File: src/sdmac_settings.svh
// FIFO depth and data widths for the SCSI DMA engine, included by every file that sizes storage
`ifndef SDMAC_SETTINGS_SVH
`define SDMAC_SETTINGS_SVH

// Longword entries in the FIFO (a power of two)
`define SDMAC_FIFO_DEPTH 8

// Width of next-in / next-out pointers
`define SDMAC_PTR_W $clog2(`SDMAC_FIFO_DEPTH)

`define SDMAC_LW_W   32 // Host longword
`define SDMAC_BYTE_W 8  // SCSI chip data bus

`endif

File: src/sdmac_pkg.sv
// State and direction types shared by the SCSI DMA engine blocks, referenced by scoped name
package sdmac_pkg;

    // Sequencer states with fixed encodings
    typedef enum logic [4:0] {
        IDLE_DMA_RD = 5'd0,
        CPUREQ      = 5'd8,
        IDLE_DMA_WR = 5'd16,
        C2S_1       = 5'd17,
        C2S_2       = 5'd26,
        C2S_3       = 5'd6,
        C2S_4       = 5'd22,
        C2S_5       = 5'd14,
        F2S_1       = 5'd28,
        F2S_2       = 5'd2,
        F2S_3       = 5'd18,
        F2S_4       = 5'd1,
        S2C_1       = 5'd10,
        S2C_2       = 5'd30,
        S2C_3       = 5'd3,
        S2C_4       = 5'd19,
        S2C_5       = 5'd9,
        S2C_6       = 5'd25,
        S2F_1       = 5'd24,
        S2F_2       = 5'd4,
        S2F_3       = 5'd20,
        S2F_4       = 5'd12
    } scsi_state_t;

    typedef enum logic {
        DIR_TO_SCSI   = 1'b0, // Host fills FIFO, chip drains it
        DIR_FROM_SCSI = 1'b1  // Chip fills FIFO, host drains it
    } xfer_dir_t;

    // CPU register cycle tracking
    typedef enum logic [1:0] {
        PORT_IDLE,
        PORT_BUSY,
        PORT_ACK,
        PORT_DROP
    } cpu_port_state_t;

endpackage

File: src/scsi_sm.sv
// Control sequencer arbitrating CPU register cycles and DMA bytes, drives chip strobes and FIFO steps
module scsi_sm (
    input  logic                  CLK,
    input  logic                  nRESET,
    input  logic                  bo_eq3,      // Byte pointer on last lane
    input  logic                  cpu_creq,    // CPU register cycle pending
    input  logic                  scsi_drq_n,  // DMA request from chip
    input  logic                  cpu_dsack_n, // Low while CPU cycle terminates
    input  sdmac_pkg::xfer_dir_t  dma_dir,
    input  logic                  fifo_empty,
    input  logic                  fifo_full,
    input  logic                  ri_pend,     // Counter increment in progress
    input  logic                  rd_pend,     // Counter decrement in progress
    input  logic                  cpu_rw,      // 1 = read
    output logic                  cpu2s,
    output logic                  scsi_dack,
    output logic                  f2s,
    output logic                  inc_bo,
    output logic                  inc_ni,
    output logic                  inc_no,
    output logic                  rd_req,
    output logic                  scsi_re,
    output logic                  ri_req,
    output logic                  s2cpu,
    output logic                  s2f,
    output logic                  scsi_cs,
    output logic                  scsi_we,
    output logic                  set_dsack
);

    sdmac_pkg::scsi_state_t state;

    logic dir_from;
    logic start_s2f;
    logic start_f2s;

    assign dir_from = (dma_dir == sdmac_pkg::DIR_FROM_SCSI);

    // A pending CPU cycle always blocks a new DMA byte
    assign start_s2f = !scsi_drq_n && !fifo_full && dir_from && !cpu_creq && !ri_pend;
    assign start_f2s = !scsi_drq_n && !fifo_empty && !dir_from && !cpu_creq && !rd_pend;

    always_ff @(posedge CLK or negedge nRESET) begin
        if (!nRESET) begin
            state <= sdmac_pkg::IDLE_DMA_RD;
        end else begin
            case (state)
                sdmac_pkg::IDLE_DMA_RD: begin
                    if (start_s2f)
                        state <= sdmac_pkg::S2F_1;
                    else if (cpu_creq)
                        state <= sdmac_pkg::CPUREQ;
                    else if (!dir_from)
                        state <= sdmac_pkg::IDLE_DMA_WR; // Direction flipped to host-to-chip
                end
                sdmac_pkg::IDLE_DMA_WR: begin
                    if (start_f2s)
                        state <= sdmac_pkg::F2S_1;
                    else if (cpu_creq)
                        state <= sdmac_pkg::CPUREQ;
                    else if (dir_from)
                        state <= sdmac_pkg::IDLE_DMA_RD;
                end
                sdmac_pkg::CPUREQ: state <= cpu_rw ? sdmac_pkg::S2C_1 : sdmac_pkg::C2S_1;

                sdmac_pkg::C2S_1: state <= sdmac_pkg::C2S_2;
                sdmac_pkg::C2S_2: state <= sdmac_pkg::C2S_3;
                sdmac_pkg::C2S_3: state <= sdmac_pkg::C2S_4;
                sdmac_pkg::C2S_4: state <= sdmac_pkg::C2S_5;
                sdmac_pkg::C2S_5: state <= cpu_dsack_n ? sdmac_pkg::IDLE_DMA_RD : sdmac_pkg::C2S_5;

                sdmac_pkg::S2C_1: state <= sdmac_pkg::S2C_2;
                sdmac_pkg::S2C_2: state <= sdmac_pkg::S2C_3;
                sdmac_pkg::S2C_3: state <= sdmac_pkg::S2C_4;
                sdmac_pkg::S2C_4: state <= sdmac_pkg::S2C_5;
                sdmac_pkg::S2C_5: state <= sdmac_pkg::S2C_6;
                sdmac_pkg::S2C_6: state <= cpu_dsack_n ? sdmac_pkg::IDLE_DMA_RD : sdmac_pkg::S2C_6;

                sdmac_pkg::F2S_1: state <= sdmac_pkg::F2S_2;
                sdmac_pkg::F2S_2: state <= sdmac_pkg::F2S_3;
                sdmac_pkg::F2S_3: state <= sdmac_pkg::F2S_4;
                sdmac_pkg::F2S_4: state <= sdmac_pkg::IDLE_DMA_WR;

                sdmac_pkg::S2F_1: state <= sdmac_pkg::S2F_2;
                sdmac_pkg::S2F_2: state <= sdmac_pkg::S2F_3;
                sdmac_pkg::S2F_3: state <= sdmac_pkg::S2F_4;
                sdmac_pkg::S2F_4: state <= sdmac_pkg::IDLE_DMA_RD;
                default:          state <= sdmac_pkg::IDLE_DMA_RD;
            endcase
        end
    end

    // Moore outputs, plus the Mealy start strobes from the idle states
    always_comb begin
        cpu2s     = 1'b0;
        scsi_dack = 1'b0;
        f2s       = 1'b0;
        inc_bo    = 1'b0;
        inc_ni    = 1'b0;
        inc_no    = 1'b0;
        rd_req    = 1'b0;
        scsi_re   = 1'b0;
        ri_req    = 1'b0;
        s2cpu     = 1'b0;
        s2f       = 1'b0;
        scsi_cs   = 1'b0;
        scsi_we   = 1'b0;
        set_dsack = 1'b0;
        case (state)
            sdmac_pkg::IDLE_DMA_RD: begin
                scsi_dack = start_s2f;
                scsi_re   = start_s2f;
                s2f       = start_s2f;
            end
            sdmac_pkg::IDLE_DMA_WR: begin
                scsi_dack = start_f2s;
                scsi_we   = start_f2s;
                f2s       = start_f2s;
            end
            sdmac_pkg::CPUREQ: begin
                scsi_cs = 1'b1;
                scsi_re = cpu_rw;
                s2cpu   = cpu_rw;
                scsi_we = !cpu_rw;
                cpu2s   = !cpu_rw;
            end
            sdmac_pkg::C2S_1, sdmac_pkg::C2S_2: begin
                scsi_cs = 1'b1;
                cpu2s   = 1'b1;
                scsi_we = 1'b1;
            end
            sdmac_pkg::C2S_3: begin
                scsi_cs   = 1'b1;
                cpu2s     = 1'b1;
                set_dsack = 1'b1; // Write strobe already released
            end
            sdmac_pkg::S2C_1, sdmac_pkg::S2C_2, sdmac_pkg::S2C_3: begin
                scsi_cs = 1'b1;
                scsi_re = 1'b1;
                s2cpu   = 1'b1;
            end
            sdmac_pkg::S2C_4: begin
                scsi_cs   = 1'b1;
                scsi_re   = 1'b1;
                s2cpu     = 1'b1;
                set_dsack = 1'b1;
            end
            sdmac_pkg::S2C_5, sdmac_pkg::S2C_6: s2cpu = 1'b1;
            sdmac_pkg::F2S_1: begin
                scsi_dack = 1'b1;
                scsi_we   = 1'b1;
                f2s       = 1'b1;
            end
            sdmac_pkg::F2S_2: f2s = 1'b1;
            sdmac_pkg::F2S_3: begin
                f2s    = 1'b1;
                inc_bo = 1'b1;
                inc_no = bo_eq3; // Longword fully sent
                rd_req = bo_eq3;
            end
            sdmac_pkg::S2F_1: begin
                scsi_dack = 1'b1;
                scsi_re   = 1'b1;
                s2f       = 1'b1;
            end
            sdmac_pkg::S2F_2: s2f = 1'b1;
            sdmac_pkg::S2F_3: begin
                s2f    = 1'b1;
                inc_bo = 1'b1;
                inc_ni = bo_eq3; // Longword fully packed
                ri_req = bo_eq3;
            end
            default: ;
        endcase
    end

endmodule

File: src/dma_fifo.sv
// Longword FIFO with byte lane access for the chip side and a four-phase longword port for the host
`include "sdmac_settings.svh"

module dma_fifo (
    input  logic                     CLK,
    input  logic                     nRESET,
    input  sdmac_pkg::xfer_dir_t     dma_dir,
    input  logic                     inc_bo,
    input  logic                     inc_ni,
    input  logic                     inc_no,
    input  logic                     ri_req,
    input  logic                     rd_req,
    input  logic [`SDMAC_BYTE_W-1:0] s2f_byte,
    input  logic                     host_req,
    input  logic [`SDMAC_LW_W-1:0]   host_wdata,
    output logic                     bo_eq3,
    output logic                     fifo_empty,
    output logic                     fifo_full,
    output logic                     ri_pend,
    output logic                     rd_pend,
    output logic [`SDMAC_BYTE_W-1:0] f2s_byte,
    output logic                     host_ack,
    output logic [`SDMAC_LW_W-1:0]   host_rdata
);

    localparam logic [`SDMAC_PTR_W:0] FULL_CNT = `SDMAC_FIFO_DEPTH;

    logic [`SDMAC_LW_W-1:0]  mem [`SDMAC_FIFO_DEPTH];
    logic [1:0]              bo;    // Byte pointer (0 selects bits 31..24)
    logic [`SDMAC_PTR_W-1:0] ni;
    logic [`SDMAC_PTR_W-1:0] no;
    logic [`SDMAC_PTR_W:0]   count; // Whole longwords held

    logic dir_from;
    logic host_ok;
    logic host_take;
    logic host_pop;
    logic host_push;
    logic cnt_up;
    logic cnt_dn;

    assign dir_from   = (dma_dir == sdmac_pkg::DIR_FROM_SCSI);
    assign fifo_empty = (count == '0);
    assign fifo_full  = (count == FULL_CNT);
    assign bo_eq3     = (bo == 2'd3);

    // Big-endian lane select
    assign f2s_byte = mem[no][`SDMAC_LW_W - 1 - bo * `SDMAC_BYTE_W -: `SDMAC_BYTE_W];

    // Host waits while a chip-side counter change is still in flight
    assign host_ok   = dir_from ? (!fifo_empty && !rd_pend) : (!fifo_full && !ri_pend);
    assign host_take = host_req && !host_ack && host_ok;
    assign host_pop  = host_take && dir_from;
    assign host_push = host_take && !dir_from;

    assign cnt_up = ri_pend || host_push;
    assign cnt_dn = rd_pend || host_pop;

    always_ff @(posedge CLK) begin
        if (inc_bo && dir_from)
            mem[ni][`SDMAC_LW_W - 1 - bo * `SDMAC_BYTE_W -: `SDMAC_BYTE_W] <= s2f_byte;
        if (host_push)
            mem[ni] <= host_wdata;
        if (host_pop)
            host_rdata <= mem[no]; // Held while ack is high
    end

    always_ff @(posedge CLK or negedge nRESET) begin
        if (!nRESET) begin
            bo       <= '0;
            ni       <= '0;
            no       <= '0;
            count    <= '0;
            ri_pend  <= 1'b0;
            rd_pend  <= 1'b0;
            host_ack <= 1'b0;
        end else begin
            ri_pend <= ri_req;
            rd_pend <= rd_req;
            if (inc_bo)
                bo <= bo + 2'd1;
            if (inc_ni || host_push)
                ni <= ni + 1'b1;
            if (inc_no || host_pop)
                no <= no + 1'b1;
            if (cnt_up && !cnt_dn)
                count <= count + 1'b1;
            else if (cnt_dn && !cnt_up)
                count <= count - 1'b1;
            if (host_take)
                host_ack <= 1'b1;
            else if (!host_req)
                host_ack <= 1'b0;
        end
    end

endmodule

File: src/scsi_data_path.sv
// Byte steering between the chip data bus, the CPU port and the FIFO lanes
`include "sdmac_settings.svh"

module scsi_data_path (
    input  logic                     CLK,
    input  logic                     nRESET,
    input  logic [`SDMAC_BYTE_W-1:0] scsi_din,
    input  logic [`SDMAC_BYTE_W-1:0] cpu_wdata,
    input  logic [`SDMAC_BYTE_W-1:0] f2s_byte,
    input  logic                     cpu2s,
    input  logic                     f2s,
    input  logic                     s2f,
    input  logic                     s2cpu,
    input  logic                     scsi_re,
    output logic [`SDMAC_BYTE_W-1:0] scsi_dout,
    output logic [`SDMAC_BYTE_W-1:0] s2f_byte,
    output logic [`SDMAC_BYTE_W-1:0] cpu_rbyte
);

    logic [`SDMAC_BYTE_W-1:0] rd_cap; // Last byte seen on a chip read strobe

    always_ff @(posedge CLK or negedge nRESET) begin
        if (!nRESET)
            rd_cap <= '0;
        else if (scsi_re)
            rd_cap <= scsi_din;
    end

    // CPU write data takes priority over FIFO bytes
    always_comb begin
        if (cpu2s)
            scsi_dout = cpu_wdata;
        else if (f2s)
            scsi_dout = f2s_byte;
        else
            scsi_dout = '0;
    end

    assign s2f_byte  = s2f ? rd_cap : '0;
    assign cpu_rbyte = s2cpu ? rd_cap : '0;

endmodule

File: src/cpu_scsi_port.sv
// Four-phase CPU handshake for chip register cycles, terminates each cycle once the sequencer is done
`include "sdmac_settings.svh"

module cpu_scsi_port (
    input  logic                     CLK,
    input  logic                     nRESET,
    input  logic                     cpu_req,
    input  logic                     set_dsack,
    input  logic                     s2cpu,
    input  logic [`SDMAC_BYTE_W-1:0] cpu_rbyte,
    output logic                     cpu_creq,
    output logic                     cpu_dsack_n,
    output logic                     cpu_ack,
    output logic [`SDMAC_BYTE_W-1:0] cpu_rdata
);

    sdmac_pkg::cpu_port_state_t state;

    // Request seen straight away in idle so the sequencer can start next edge
    assign cpu_creq = (state == sdmac_pkg::PORT_BUSY) ||
                      (state == sdmac_pkg::PORT_IDLE && cpu_req);

    assign cpu_ack     = (state == sdmac_pkg::PORT_ACK);
    assign cpu_dsack_n = (state != sdmac_pkg::PORT_ACK);

    always_ff @(posedge CLK or negedge nRESET) begin
        if (!nRESET) begin
            state <= sdmac_pkg::PORT_IDLE;
        end else begin
            case (state)
                sdmac_pkg::PORT_IDLE: if (cpu_req) state <= sdmac_pkg::PORT_BUSY;
                sdmac_pkg::PORT_BUSY: if (set_dsack) state <= sdmac_pkg::PORT_ACK;
                sdmac_pkg::PORT_ACK:  if (!cpu_req) state <= sdmac_pkg::PORT_DROP; // Release
                default:              state <= sdmac_pkg::PORT_IDLE;
            endcase
        end
    end

    // Read byte latched as the cycle terminates
    always_ff @(posedge CLK) begin
        if (set_dsack && s2cpu)
            cpu_rdata <= cpu_rbyte;
    end

endmodule

File: src/scsi_dma_top.sv
// Top level of the SCSI DMA engine, connects the sequencer, FIFO, data path and CPU port
`include "sdmac_settings.svh"

module scsi_dma_top (
    input  logic                     CLK,
    input  logic                     nRESET,
    input  sdmac_pkg::xfer_dir_t     dma_dir,
    input  logic                     cpu_req,
    input  logic                     cpu_rw,
    input  logic [3:0]               cpu_addr,
    input  logic [`SDMAC_BYTE_W-1:0] cpu_wdata,
    input  logic                     host_req,
    input  logic [`SDMAC_LW_W-1:0]   host_wdata,
    input  logic                     scsi_drq_n,
    input  logic [`SDMAC_BYTE_W-1:0] scsi_din,
    output logic                     cpu_ack,
    output logic [`SDMAC_BYTE_W-1:0] cpu_rdata,
    output logic                     host_ack,
    output logic [`SDMAC_LW_W-1:0]   host_rdata,
    output logic                     scsi_cs,
    output logic                     scsi_re,
    output logic                     scsi_we,
    output logic                     scsi_dack,
    output logic [3:0]               scsi_addr,
    output logic [`SDMAC_BYTE_W-1:0] scsi_dout,
    output logic                     fifo_empty,
    output logic                     fifo_full
);

    logic bo_eq3, cpu_creq, cpu_dsack_n, ri_pend, rd_pend;
    logic cpu2s, f2s, s2f, s2cpu, set_dsack;
    logic inc_bo, inc_ni, inc_no, ri_req, rd_req;
    logic [`SDMAC_BYTE_W-1:0] s2f_byte, f2s_byte, cpu_rbyte;

    assign scsi_addr = cpu_addr; // Register select comes straight from the CPU

    scsi_sm u_sm (
        .CLK, .nRESET, .bo_eq3, .cpu_creq, .scsi_drq_n, .cpu_dsack_n, .dma_dir,
        .fifo_empty, .fifo_full, .ri_pend, .rd_pend, .cpu_rw,
        .cpu2s, .scsi_dack, .f2s, .inc_bo, .inc_ni, .inc_no, .rd_req, .scsi_re,
        .ri_req, .s2cpu, .s2f, .scsi_cs, .scsi_we, .set_dsack
    );

    dma_fifo u_fifo (
        .CLK, .nRESET, .dma_dir, .inc_bo, .inc_ni, .inc_no, .ri_req, .rd_req,
        .s2f_byte, .host_req, .host_wdata, .bo_eq3, .fifo_empty, .fifo_full,
        .ri_pend, .rd_pend, .f2s_byte, .host_ack, .host_rdata
    );

    scsi_data_path u_dp (
        .CLK, .nRESET, .scsi_din, .cpu_wdata, .f2s_byte, .cpu2s, .f2s, .s2f,
        .s2cpu, .scsi_re, .scsi_dout, .s2f_byte, .cpu_rbyte
    );

    cpu_scsi_port u_cpu (
        .CLK, .nRESET, .cpu_req, .set_dsack, .s2cpu, .cpu_rbyte,
        .cpu_creq, .cpu_dsack_n, .cpu_ack, .cpu_rdata
    );

endmodule

File: config.mk
export PLATFORM = sky130hd
export DESIGN_NAME = scsi_dma_top
export DESIGN_NICKNAME = d
export VERILOG_FILES = /design/src/sdmac_pkg.sv /design/src/scsi_sm.sv /design/src/dma_fifo.sv /design/src/scsi_data_path.sv /design/src/cpu_scsi_port.sv /design/src/scsi_dma_top.sv
export VERILOG_INCLUDE_DIRS = /design/src
export SDC_FILE = /design/constraint.sdc
export NUM_CORES = 1
export LEC_CHECK = 0
export BUFFER_PORTS_ARGS = -buffer_cell sky130_fd_sc_hd__buf_2
export CORE_MARGIN = 2
export CORE_UTILIZATION = 56
export CTS_BUF_LIST = sky130_fd_sc_hd__clkbuf_4
export DETAILED_ROUTE_END_ITERATION = 12
export MAX_ROUTING_LAYER = met4
export PLACE_DENSITY_LB_ADDON = 0.1
export SYNTH_ARGS = -nofsm -noshare
export SYNTH_HDL_FRONTEND = slang
export SYNTH_SLANG_ARGS = --single-unit
File: constraint.sdc
create_clock -name CLK -period 5.45 [get_ports CLK]
set_input_delay 1.3625 -clock CLK [delete_from_list [all_inputs] [get_ports CLK]]
set_output_delay 1.3625 -clock CLK [all_outputs]
set_load 0.005 [all_outputs]
### Word level (Yosys, flattened, before mapping)

Memories as Yosys holds them, arrays and structs flattened.
Cells that the tools add are included.

| word-level totals | value |
|---|---|
| bits of input ports | 59 |
| bits in registers | 70 |
| RAM bits | 256 |
| memories | 1 |

Memory list:

| name | depth | bits a word | read ports | clocked after memory_dff | write ports | line | RTL |
|---|---|---|---|---|---|---|---|
| u_fifo.mem | 8 | 32 | 1 | 0 | 1 | dma_fifo.sv:28 | `` logic [`SDMAC_LW_W-1:0] mem [`SDMAC_FIFO_DEPTH]; `` |

| cells by class | value |
|---|---|
| muxes and demuxes | 70 |
| add/sub/neg operators | 7 |
| reduce and logical (&&, ||, !) cells | 51 |
| bitwise logic cells | 32 |
| eq/ne operators | 31 |
| shift-type cells | 3 |

Operators by type and width:

| kind | number |
|---|---|
| 5-bit case mux with 21 select lines | 1 |
| 5-bit equality test, second input constant | 11 |
| 1-bit 2-to-1 mux | 43 |
| 5-bit 2-to-1 mux | 8 |
| 8-bit by 34-bit variable shift with 39-bit output, first input constant | 1 |
| 39-bit by 33-bit variable part select with 8-bit output | 1 |
| 8-bit by 34-bit variable part select with 39-bit output | 1 |
| 32-bit negator with 34-bit output | 1 |
| 32-bit 2-to-1 mux | 1 |
| 1-bit bitwise OR | 32 |
| 8-bit 2-to-1 mux | 3 |
| 5-bit by 4-bit equality test with 1-bit output, second input constant | 4 |
| 1-bit logical AND | 19 |
| 4-bit 2-to-1 mux | 3 |
| 3-bit OR reduction | 4 |
| 1-bit zero test | 11 |
| 5-bit by 2-bit equality test with 1-bit output, second input constant | 2 |
| 5-bit by 3-bit equality test with 1-bit output, second input constant | 2 |
| 1-bit case mux with 3 select lines | 3 |
| 4-bit by 2-bit inequality test with 1-bit output, second input constant | 2 |
| 1-bit case mux with 2 select lines | 4 |
| 8-bit OR reduction | 1 |
| 3-bit by 1-bit adder with 3-bit output, second input constant | 2 |
| 2-bit 2-to-1 mux | 3 |
| 21 further kinds | 31 |

### Logic depth before layout (Yosys ltp)

Gate-level depths: netlist of run 1.

| logic depth | value |
|---|---|
| depth in word-level cells | 11 |
| mapped depth | 13 |

### By module

From an unflattened synthesis of run 1, not the netlist that was laid out.

| unflattened totals | value |
|---|---|
| cells, all modules | 850 |
| area total of the unflattened synthesis | 14014.7 um^2 |

Modules (own cells, without submodules):

| module | area each (um^2) | seq. area each (um^2) | times used | cells an instance |
|---|---|---|---|---|
| dma_fifo | 12167.9 | 9023.7 | 1 | 647 |
| scsi_sm | 872.1 | 125.1 | 1 | 126 |
| scsi_data_path | 524.3 | 200.2 | 1 | 47 |
| cpu_scsi_port | 420.4 | 290.3 | 1 | 26 |
| scsi_dma_top | 30.0 | 0.0 | 1 | 4 |

### Worst setup path after synthesis of run 1

Ideal clock, no wire load.

| path | value |
|---|---|
| path kind | in2reg |
| start point | input port dma_dir |
| end point | register u_fifo.count[3] |
| arrival time | 6.197 ns |
| buffers on the path | 0 |
| stages | 11 |
| setup time | 0.125 ns |
| slack | -0.873 ns |
| data required time | 5.325 ns |
| path through | inv_1 nor4_1 nor2_1 ha_1 inv_1 ha_1 a21o_1 a21oi_1 xnor2_1 nor2_1 xor2_1 |

| on the way | value |
|---|---|
| cells in the longest elaborated chain, start to end | 7 |

Ends and longest elaborated chain:

| element | line | RTL |
|---|---|---|
| start, declared | scsi_dma_top.sv:7 | `input sdmac_pkg::xfer_dir_t dma_dir,` |
| 1-bit 2-to-1 mux | dma_fifo.sv:51 | `assign host_ok = dir_from ? (!fifo_empty && !rd_pend) : (!fifo_full && !ri_pend);` |
| 1-bit logical AND | dma_fifo.sv:52 | `assign host_take = host_req && !host_ack && host_ok;` |
| 1-bit logical AND (*) | dma_fifo.sv:53 | `assign host_pop = host_take && dir_from;` |
| net u_fifo.host_pop | dma_fifo.sv:37 | `logic host_pop;` |
| 1-bit logical OR (*) | dma_fifo.sv:57 | `assign cnt_dn = rd_pend \|\| host_pop;` |
| 1-bit zero test | dma_fifo.sv:86 | `if (cnt_up && !cnt_dn)` |
| 1-bit logical AND | dma_fifo.sv:86 |  |
| 4-bit 2-to-1 mux / 2-bit nonzero test (equally long branches) | - |  |
| end signal, assigned | dma_fifo.sv:87 | `count <= count + 1'b1;` |
| end signal, assigned | dma_fifo.sv:89 | `count <= count - 1'b1;` |
| end, declared | dma_fifo.sv:32 | `` logic [`SDMAC_PTR_W:0] count; `` |

Mark *: on every way through the listed nets, which the timed path passes. The rest lies on a longest branch.
A chain may end at the register's enable or synchronous reset.

### Worst setup path in the final report of run 1

| path | value |
|---|---|
| start point | register u_fifo.no[1] |
| end point | output port scsi_dout[1] |

| on the way | value |
|---|---|
| cells in the longest elaborated chain, start to end | 4 |

Ends and longest elaborated chain:

| element | line | RTL |
|---|---|---|
| start, declared | dma_fifo.sv:31 | `` logic [`SDMAC_PTR_W-1:0] no; `` |
| start signal, assigned | dma_fifo.sv:85 | `no <= no + 1'b1;` |
| memory 8 x 32 bit | - |  |
| 39-bit by 33-bit variable part select with 8-bit output | dma_fifo.sv:48 | `` assign f2s_byte = mem[no][`SDMAC_LW_W - 1 - bo * `SDMAC_BYTE_W -: `SDMAC_BYTE_W]; `` |
| 8-bit 2-to-1 mux | scsi_data_path.sv:33 | `else if (f2s)` |
| 8-bit 2-to-1 mux | scsi_data_path.sv:31 | `if (cpu2s)` |
| end, declared | scsi_dma_top.sv:25 | `` output logic [`SDMAC_BYTE_W-1:0] scsi_dout, `` |

Every way passes these cells.

==> results of run 1 <==
-- worst paths after layout --
path / from / endpoint / cells after the start
worst max-delay path: u_fifo.no[1]$_DFFE_PN0P_ / scsi_dout[1] / 6
worst max register to register: u_sm.state[4]$_DFFE_PN0P_ / u_fifo.mem[7][7]$_DFFE_PP_ / 5
max in group asynchronous: nRESET / u_fifo.no[2]$_DFFE_PN0P_ / 1
worst min register to register: u_fifo.count[3]$_DFFE_PN0P_ / u_fifo.count[3]$_DFFE_PN0P_ / 1
worst min-delay path: u_fifo.count[3]$_DFFE_PN0P_ / u_fifo.count[3]$_DFFE_PN0P_ / 1
min in group asynchronous: nRESET / u_fifo.count[2]$_DFFE_PN0P_ / 1
-- cell families after synthesis --
logic type	synth area share
xor gates and xnor gates	0.00620
and+or+nand+nor	0.0747
buffers and inverters	0.0228
adders and majority gates	0.0129
muxes	0.144
DFF	0.682
AOI/OAI and AO/OA	0.0574
-- power groups by stage --
stage | Clock, mW | Sequential (mW) | Combinational [mW]
floorplan | 0 | 3.37 | 2.02
global placement | 0 | 3.80 | 2.46
detailed placement | 0 | 3.83 | 2.51
CTS | 2.21 | 3.77 | 2.52
global route | 2.33 | 3.81 | 2.71
finish | 2.16 | 3.77 | 2.51
-- cells in the mapped netlist (6+ instances only) --
master | instances | area [um^2]
mux4_2 | 21 | 473
nor2_1 | 46 | 173
clkbuf_1 | 17 | 63.8
a22o_1 | 32 | 280
buf_4 | 9 | 67.6
nand2_1 | 52 | 195
dfrtp_1 | 30 | 751
o221ai_1 | 8 | 70.1
mux2_2 | 29 | 327
nor3_1 | 9 | 45.0
mux2i_1 | 10 | 100
nand2b_1 | 31 | 194
edfxtp_1 | 296 | 8890
and2_1 | 9 | 56.3
a21oi_1 | 9 | 45.0
nor2b_1 | 6 | 37.5
xnor2_1 | 8 | 70.1
mux4_1 | 43 | 1130
ha_1 | 13 | 163
o2111ai_1 | 9 | 78.8
o21ai_0 | 11 | 55.1
buf_2 | 8 | 40.0
inv_1 | 17 | 63.8
buf_1 | 6 | 22.5
-- worst max-delay path, cell delays in order, from the launching register on --
cell	delay, ps
dfrtp_4	890
buf_12	320
mux4_1	570
mux2_2	350
o2111ai_1	260
o221ai_1	190
buf_2	160
-- through the flow --
| stage | hold WS, ps | area (um^2) |
|---|---|---|
| after floorplan | 465 | 14100 |
| after global placement | 480 | 14900 |
| after detailed placement | 517 | 14900 |
| after CTS | 529 | 16000 |
| after global routing | 545 | 16000 |
| final | 519 | 16000 |
-- placed cells by master (no fill, tap or decap), types with 4 or more instances in the layout --
master       n
dfrtp_1     28
o221ai_1     8
o22ai_1      4
nor3_1       9
o21ai_0     11
bufinv_16    4
a21oi_1      9
nand2_1     52
buf_4        5
nor2_1      46
or2_2        5
nor2b_1      6
nand3_1      5
xnor2_1      8
clkinv_1    17
ha_1        13
clkbuf_4   121
buf_2      110
a21oi_2      4
nor4_4       6
nand3b_1     5
edfxtp_1   296
a22o_1      32
nand2b_1    31
and2_1       9
inv_1       17
o2111ai_1    9
mux2_2      29
mux2i_1     10
a22oi_1      4
mux4_2      21
mux4_1      43
-- area by class of cell --
| type | count | area share |
|---|---|---|
| clock buffers | 121 | 0.0566 |
| repair buffers | 117 | 0.0391 |
| inverters | 18 | 0.00421 |
| diodes | 1 | 0.000156 |
| clock inverters | 24 | 0.0126 |
| flip-flops and latches | 326 | 0.601 |
| multi-input cells | 421 | 0.260 |
| well taps | 330 | 0.0257 |
-- state kept, by name (all words and copies together) (netlist names) --
name,cells
u_fifo.mem,256
u_fifo.ri_pend,1
u_fifo.ni,3
u_fifo.host_ack,1
u_fifo.bo,2
u_fifo.count,4
u_fifo.host_rdata,32
u_cpu.state,2
u_cpu.cpu_rdata,8
u_sm.state,5
u_fifo.no,3
u_fifo.rd_pend,1
u_dp.rd_cap,8
-- layer usage --
| layer | global-route usage | wire length (um) |
|---|---|---|
| met1 | 0.340 | 13400 |
| met2 | 0.445 | 17200 |
| met5 | - | 0 |
| met3 | 0.0624 | 2830 |
| met4 | 0.0889 | 790 |
==> results.md, run 1 <==
- Worst Tran Pin Value: 1090 ps
- CP Capture Type: output pin
- Layout Cells excl Fill: 1358
- CTS Buf Count: 83
- Number of setup violations in the final report: 0
- Post-Syn Instances: 811
- Final hold vios: 0
- Post-synth EDFFs: 296
- Skew final: 52.1 ps
- Seq/Total Area, Yosys: 0.682
- Clock sinks: 326
- Num ports: 119
- Post-route ant nets: 0
- Share of layout cells above drive strength 1: 0.315
- Tcrit/Tclk final: 0.879
- Worst slew margin: 0.271
- Crit path launch type: register
- Die Height: 163 um
- Outcome: finished clean
- Die area: 26500 um^2
- Total number of vias: 8243
- Logic pwr share: 0.298
- Post-Syn Area per Cell: 17.4 um^2
- Number of synthesis warnings: 0
- Register Area: 9650 um^2
- CTS Hold Buffers Added: 0
- Antenna violations before repair: 1
- Clock tree buffer depth: 3
- Sequential share of power: 0.446
- Max-Cap Viols: 0
- Net Sw Frac: 0.342
- Sw Pwr: 2.89 mW
- Starting density of the core: 0.566
- First-pass iteration count of the detailed router: 6
- # rows: 58
- Reg clk slew, reported paths: 60 ps
- Peak supply drop: 0.000318 V
- Post-CTS Setup Repair Bufs: 0
- Minimum clock period: 4790 ps
- Gr ovfl total: 0
- RSZ-0062 raised after global routing: false
- Max-slew violations: 0
- Worst setup margin: 661 ps
- DRC: 0
- Fill cells: 1841
- Vias per inst: 6.07
- CP max FO: 39
- H-tree Lvls: 3
- Setup TNS: 0 ps
- Post-layout util: 0.643
- Starting DRT DRC Count: 744
- Root Buffer: clkbuf_4
- Placed wire-length estimate: 22400 um
- Area of the multi-input gates: 4180 um^2
- Largest net degree at the start of global routing: 66
- Die W: 163 um
- Routed WL: 34200 um
- Synth Register Bits: 326
- Synth Cell Area: 14100 um^2
- Post-CTS Resized: 0
- Syn_nets: 884
- Area growth syn-to-layout: 13.6%
- Port bufs: 110
- Routed len/inst: 25.2 um
- Layout Nets: 1040
- Critical path type: reg -> out
- Placed Cells: 1212
- Pre-CTS setup slack: 862 ps
- Total GRT Usage: 0.272
- Worst skew pair latency: 690 ps
- Pwr Total: 8.45 mW
- Critical Path AT: 3430 ps
- Vias in the first global route: 8386
- CTS tree: built
- Routability cong.: 0.890
- Primary FF master, synth: edfxtp_1
- Async set or reset register ratio after synthesis: 0.0920
- P_int: 5.56 mW
- Pwr Density: 526 nW/um^2
- R2r setup slk: 2160 ps
- Core area: 25000 um^2
- Critical Path RT: 4090 ps
- Pleak: 5.85 nW
- Hold WC Path Type: reg -> reg
- First-pass GRT wire length: 50200 um
- Clock power share: 0.256
- Yosys cell types: 65
- Fmax: 209 MHz
Power figures use the tool's default switching activity.
==> run 2: changes to the inputs <==
Settings changed: CORE_UTILIZATION 56 to 30.
==> results.md, run 2 (synthesized netlist as in run 1, its figures left out) <==
- Outcome: finished clean
- Total number of vias: 8239
- Tcrit/Tclk final: 0.940
- # rows: 79
- CTS Hold Buffers Added: 0
- Port bufs: 110
- CTS tree: built
- H-tree Lvls: 3
- Critical path type: reg -> out
- Pre-CTS setup slack: 567 ps
- Clock sinks: 326
- Max-slew violations: 0
- Root Buffer: clkbuf_4
- Pwr Total: 8.63 mW
- CP max FO: 10
- Hold WC Path Type: reg -> reg
- Post-CTS Setup Repair Bufs: 0
- Core area: 46600 um^2
- Peak supply drop: 0.000293 V
- WHS: 495 ps
- Final hold vios: 0
- Starting density of the core: 0.303
- Reg clk slew, reported paths: 60 ps
- Crit path launch type: register
- Largest net degree at the start of global routing: 35
- Fill cells: 4514
- Worst slew margin: 0.197
- Die area: 48800 um^2
- Starting DRT DRC Count: 541
- First-pass GRT wire length: 58500 um
- DRC: 0
- Pwr Density: 521 nW/um^2
- R2r setup slk: 2140 ps
- Skew final: 67.5 ps
- Post-CTS Resized: 0
- Share of layout cells above drive strength 1: 0.339
- Sequential share of power: 0.424
- Worst skew pair latency: 790 ps
- Critical Path RT: 4090 ps
- Num ports: 119
- Fmax: 195 MHz
- Vias in the first global route: 8544
- CTS Buf Count: 92
- Post-route cell area: 16600 um^2
- Die Height: 221 um
- Commonest non-fill, non-tap cell in the layout: edfxtp_1
- Number of setup violations in the final report: 0
- Placed cell area: 15400 um^2
- Sw Pwr: 3.10 mW
- Net Sw Frac: 0.359
- Most frequent cells in the layout: 296 x edfxtp_1, 136 x clkbuf_4, 110 x buf_2, 52 x nand2_1, 46 x nor2_1
- Critical Path AT: 3760 ps
- Placed wire-length estimate: 26400 um
- Setup TNS: 0 ps
- Layout Nets: 1067
- Max-Cap Viols: 0
- Minimum clock period: 5130 ps
- Routed len/inst: 24.2 um
- Top flop regs: u_fifo.mem x256, u_fifo.host_rdata x32
- First-pass iteration count of the detailed router: 7
- P_int: 5.54 mW
- Area growth syn-to-layout: 17.2%
- CP Capture Type: output pin
- Routability cong.: 0.817
- Vias per inst: 4.94
- Logic pwr share: 0.325
- Pleak: 5.96 nW
- RSZ-0062 raised after global routing: false
- Routed WL: 40300 um
- Max FFs per register: 256
- Area of the multi-input gates: 4180 um^2
- Biggest register: u_fifo.mem
- Gr ovfl total: 0
- Clock tree buffer depth: 3
- Worst setup margin: 325 ps
- Post-layout util: 0.356
- Placed Cells: 1507
- Register Area: 9650 um^2
- Antenna violations before repair: 3
- Worst Tran Pin Value: 1190 ps
- Total GRT Usage: 0.171
- Post-route ant nets: 0
- Clock power share: 0.251
- Layout Cells excl Fill: 1668
- Die W: 221 um
-- run 2: cell count changes in the layout (fill, tap and decap cells not counted), sizes merged --
cell,previous run,this run
bufinv,4,0
inv,18,20
buf,117,135
diode,1,3
clkinv,20,16
clkbuf,121,136
clkinvlp,0,4
-- run 2: cell type report --
class                      count  share of cell area
multi-input combinational    421               0.252
clock buffer                 136              0.0617
tap                          607              0.0459
timing repair buffer         135              0.0468
clock inverter                22             0.00612
sequential                   326               0.583
antenna                        3            0.000453
inverter                      18             0.00408
-- run 2: routing by layer --
layer  global-route usage  wire length, um  vias to the layer above
met1                0.229            18900                     4246
met2                0.255            18500                      247
li1                     -                -                     3689
met5                    -                0                        -
met3               0.0394             2100                       57
met4               0.0574              811                        0
-- run 2: worst max-delay path: stages (launching register included) --
cell and delay (ps):
dfrtp_1 450, inv_1 90, ha_1 290, a2111oi_2 530
nor3b_1 300, o2bb2ai_2 320, nand2_1 340, o221ai_1 460
buf_2 200
-- run 2: worst paths after layout --
kind	startpoint	to	cells past startpoint
max	u_cpu.state[0]$_DFFE_PN0P_	scsi_dout[7]	8
min	u_fifo.count[3]$_DFFE_PN0P_	u_fifo.count[3]$_DFFE_PN0P_	1
max reg2reg	u_sm.state[2]$_DFFE_PN0P_	u_fifo.mem[2][25]$_DFFE_PP_	5
min reg2reg	u_fifo.count[3]$_DFFE_PN0P_	u_fifo.count[3]$_DFFE_PN0P_	1
max in group asynchronous	nRESET	u_fifo.no[1]$_DFFE_PN0P_	1
min in group asynchronous	nRESET	u_dp.rd_cap[1]$_DFFE_PN0P_	1
-- run 2: power groups by stage --
stage | Sequential, mW | Combinational, mW | Clock [mW]
after floorplan | 3.37 | 2.02 | 0
after global placement | 3.73 | 2.86 | 0
after detailed placement | 3.73 | 2.85 | 0
after CTS | 3.67 | 2.86 | 2.26
after global routing | 3.71 | 3.06 | 2.39
final | 3.66 | 2.80 | 2.17
==> run 3: changes to the inputs <==
Settings changed: PLACE_DENSITY_LB_ADDON 0.1 to unset.
==> results.md, run 3 (synthesized netlist as in run 1, its figures left out) <==
- Reg clk slew, reported paths: 70 ps
- Commonest non-fill, non-tap cell in the layout: edfxtp_1
- Starting density of the core: 0.303
- Pre-CTS setup slack: 767 ps
- Total GRT Usage: 0.150
- Global routing usage on met3: 0.0526
- Max-slew violations: 0
- Starting DRT DRC Count: 671
- Hold WC Path Type: reg -> reg
- Max-Cap Viols: 0
- Vias in the first global route: 8155
- Setup TNS: 0 ps
- Critical path type: reg -> out
- Minimum clock period: 4850 ps
- Worst slew margin: 0.257
- Critical Path AT: 3480 ps
- Largest net degree at the start of global routing: 44
- Layout Nets: 1044
- Core area: 46600 um^2
- Die Height: 221 um
- Vias per inst: 5.02
- Most frequent cells in the layout: 296 x edfxtp_1, 118 x clkbuf_4, 110 x buf_2, 52 x nand2_1, 46 x nor2_1
- Post-route cell area: 16400 um^2
- Post-layout util: 0.352
- Top flop regs: u_fifo.mem x256, u_fifo.host_rdata x32
- Routed WL: 35800 um
- Final hold vios: 0
- Post-CTS Setup Repair Bufs: 0
- # rows: 79
- Clock sinks: 326
- Fmax: 206 MHz
- Skew final: 65.9 ps
- CTS Buf Count: 84
- Tcrit/Tclk final: 0.889
- Worst Tran Pin Value: 1110 ps
- Outcome: finished clean
- Max FFs per register: 256
- First-pass iteration count of the detailed router: 6
- Root Buffer: clkbuf_4
- RSZ-0062 raised after global routing: false
- Routed len/inst: 21.9 um
- Gr ovfl total: 0
- Worst setup margin: 605 ps
- CP max FO: 10
- Met1 Use GR: 0.195
- Clock tree buffer depth: 3
- First-pass GRT wire length: 52100 um
- Num ports: 119
- Placed wire-length estimate: 23300 um
- Share of layout cells above drive strength 1: 0.319
- GRT Max-Usage Layer: met2
- Routability cong.: 0.848
- M2 GR Usage: 0.219
- Post-CTS Resized: 0
- Number of setup violations in the final report: 0
- Fill cells: 4432
- Placed cell area: 15300 um^2
- CP Cell Sequence: inv_1, ha_1, a2111oi_2, nor3b_1, o2bb2ai_2, nand2_1, o221ai_1, buf_2
- Antenna violations before repair: 3
- CTS Hold Buffers Added: 0
- Area growth syn-to-layout: 15.9%
- Critical Path RT: 4090 ps
- Peak supply drop: 0.000289 V
- Worst skew pair latency: 780 ps
- Max stage delay on crit path: 520 ps
- CTS tree: built
- Pleak: 5.84 nW
- Die W: 221 um
- H-tree Lvls: 3
- Post-route ant nets: 0
- Crit path launch type: register
- DRC: 0
- Die area: 48800 um^2
- CP Capture Type: output pin
- CP max-delay cell: a2111oi_2
- Biggest register: u_fifo.mem
- Pwr Density: 519 nW/um^2
- Port bufs: 110
- Total number of vias: 8234
- R2r setup slk: 2070 ps
- WHS: 508 ps
-- run 3: layout make-up --
cell class	instances	area, um^2	share of cell area
clock inverter	28	200	0.0122
inverter	18	67.6	0.00413
sequential	326	9650	0.589
timing repair buffer	120	626	0.0382
tap	607	759	0.0464
clock buffer	118	886	0.0541
antenna	2	5.00	0.000306
multi-input combinational	421	4180	0.255
-- run 3: where the power goes --
part,internal [mW],switching (mW),leakage [nW]
Clock,1.14,1.00,0.642
Sequential,3.19,0.565,3.10
Combinational,1.16,1.44,2.11
-- run 3: per-stage QoR --
step           power [mW]  cells
2_1_floorplan        5.39    811
6_report             8.49   1640
4_1_cts              8.57   1638
3_3_place_gp         6.36   1492
5_1_grt              8.93   1640
3_5_place_dp         6.41   1492
-- run 3: final timing paths --
| check | depth (start not counted) | to | start |
|---|---|---|---|
| worst max-delay path | 8 | scsi_dout[7] | u_cpu.state[0]$_DFFE_PN0P_ |
| worst min-delay path | 1 | u_fifo.count[3]$_DFFE_PN0P_ | u_fifo.count[3]$_DFFE_PN0P_ |
| worst max register to register | 5 | u_fifo.mem[3][2]$_DFFE_PP_ | u_sm.state[4]$_DFFE_PN0P_ |
| worst min register to register | 1 | u_fifo.count[3]$_DFFE_PN0P_ | u_fifo.count[3]$_DFFE_PN0P_ |
| max in group asynchronous | 1 | u_fifo.no[1]$_DFFE_PN0P_ | nRESET |
| min in group asynchronous | 1 | u_fifo.no[1]$_DFFE_PN0P_ | nRESET |
-- run 3: critical path, delay by kind of cell, from the launching register on --
kind / cells / cell delay [ps]
AO/OA/AOI/OAI: 3 / 1160
AND/OR/NAND/NOR: 2 / 600
buffers and inverters: 2 / 250
adder cells (fa/ha/maj): 1 / 280
flip-flops: 1 / 450
-- run 3: per-layer routing --
layer  part of all wire  vias up
met3              0.095       62
met5                  0        -
met1               0.43     4126
met2               0.45      395
met4              0.023        0
li1                   -     3651
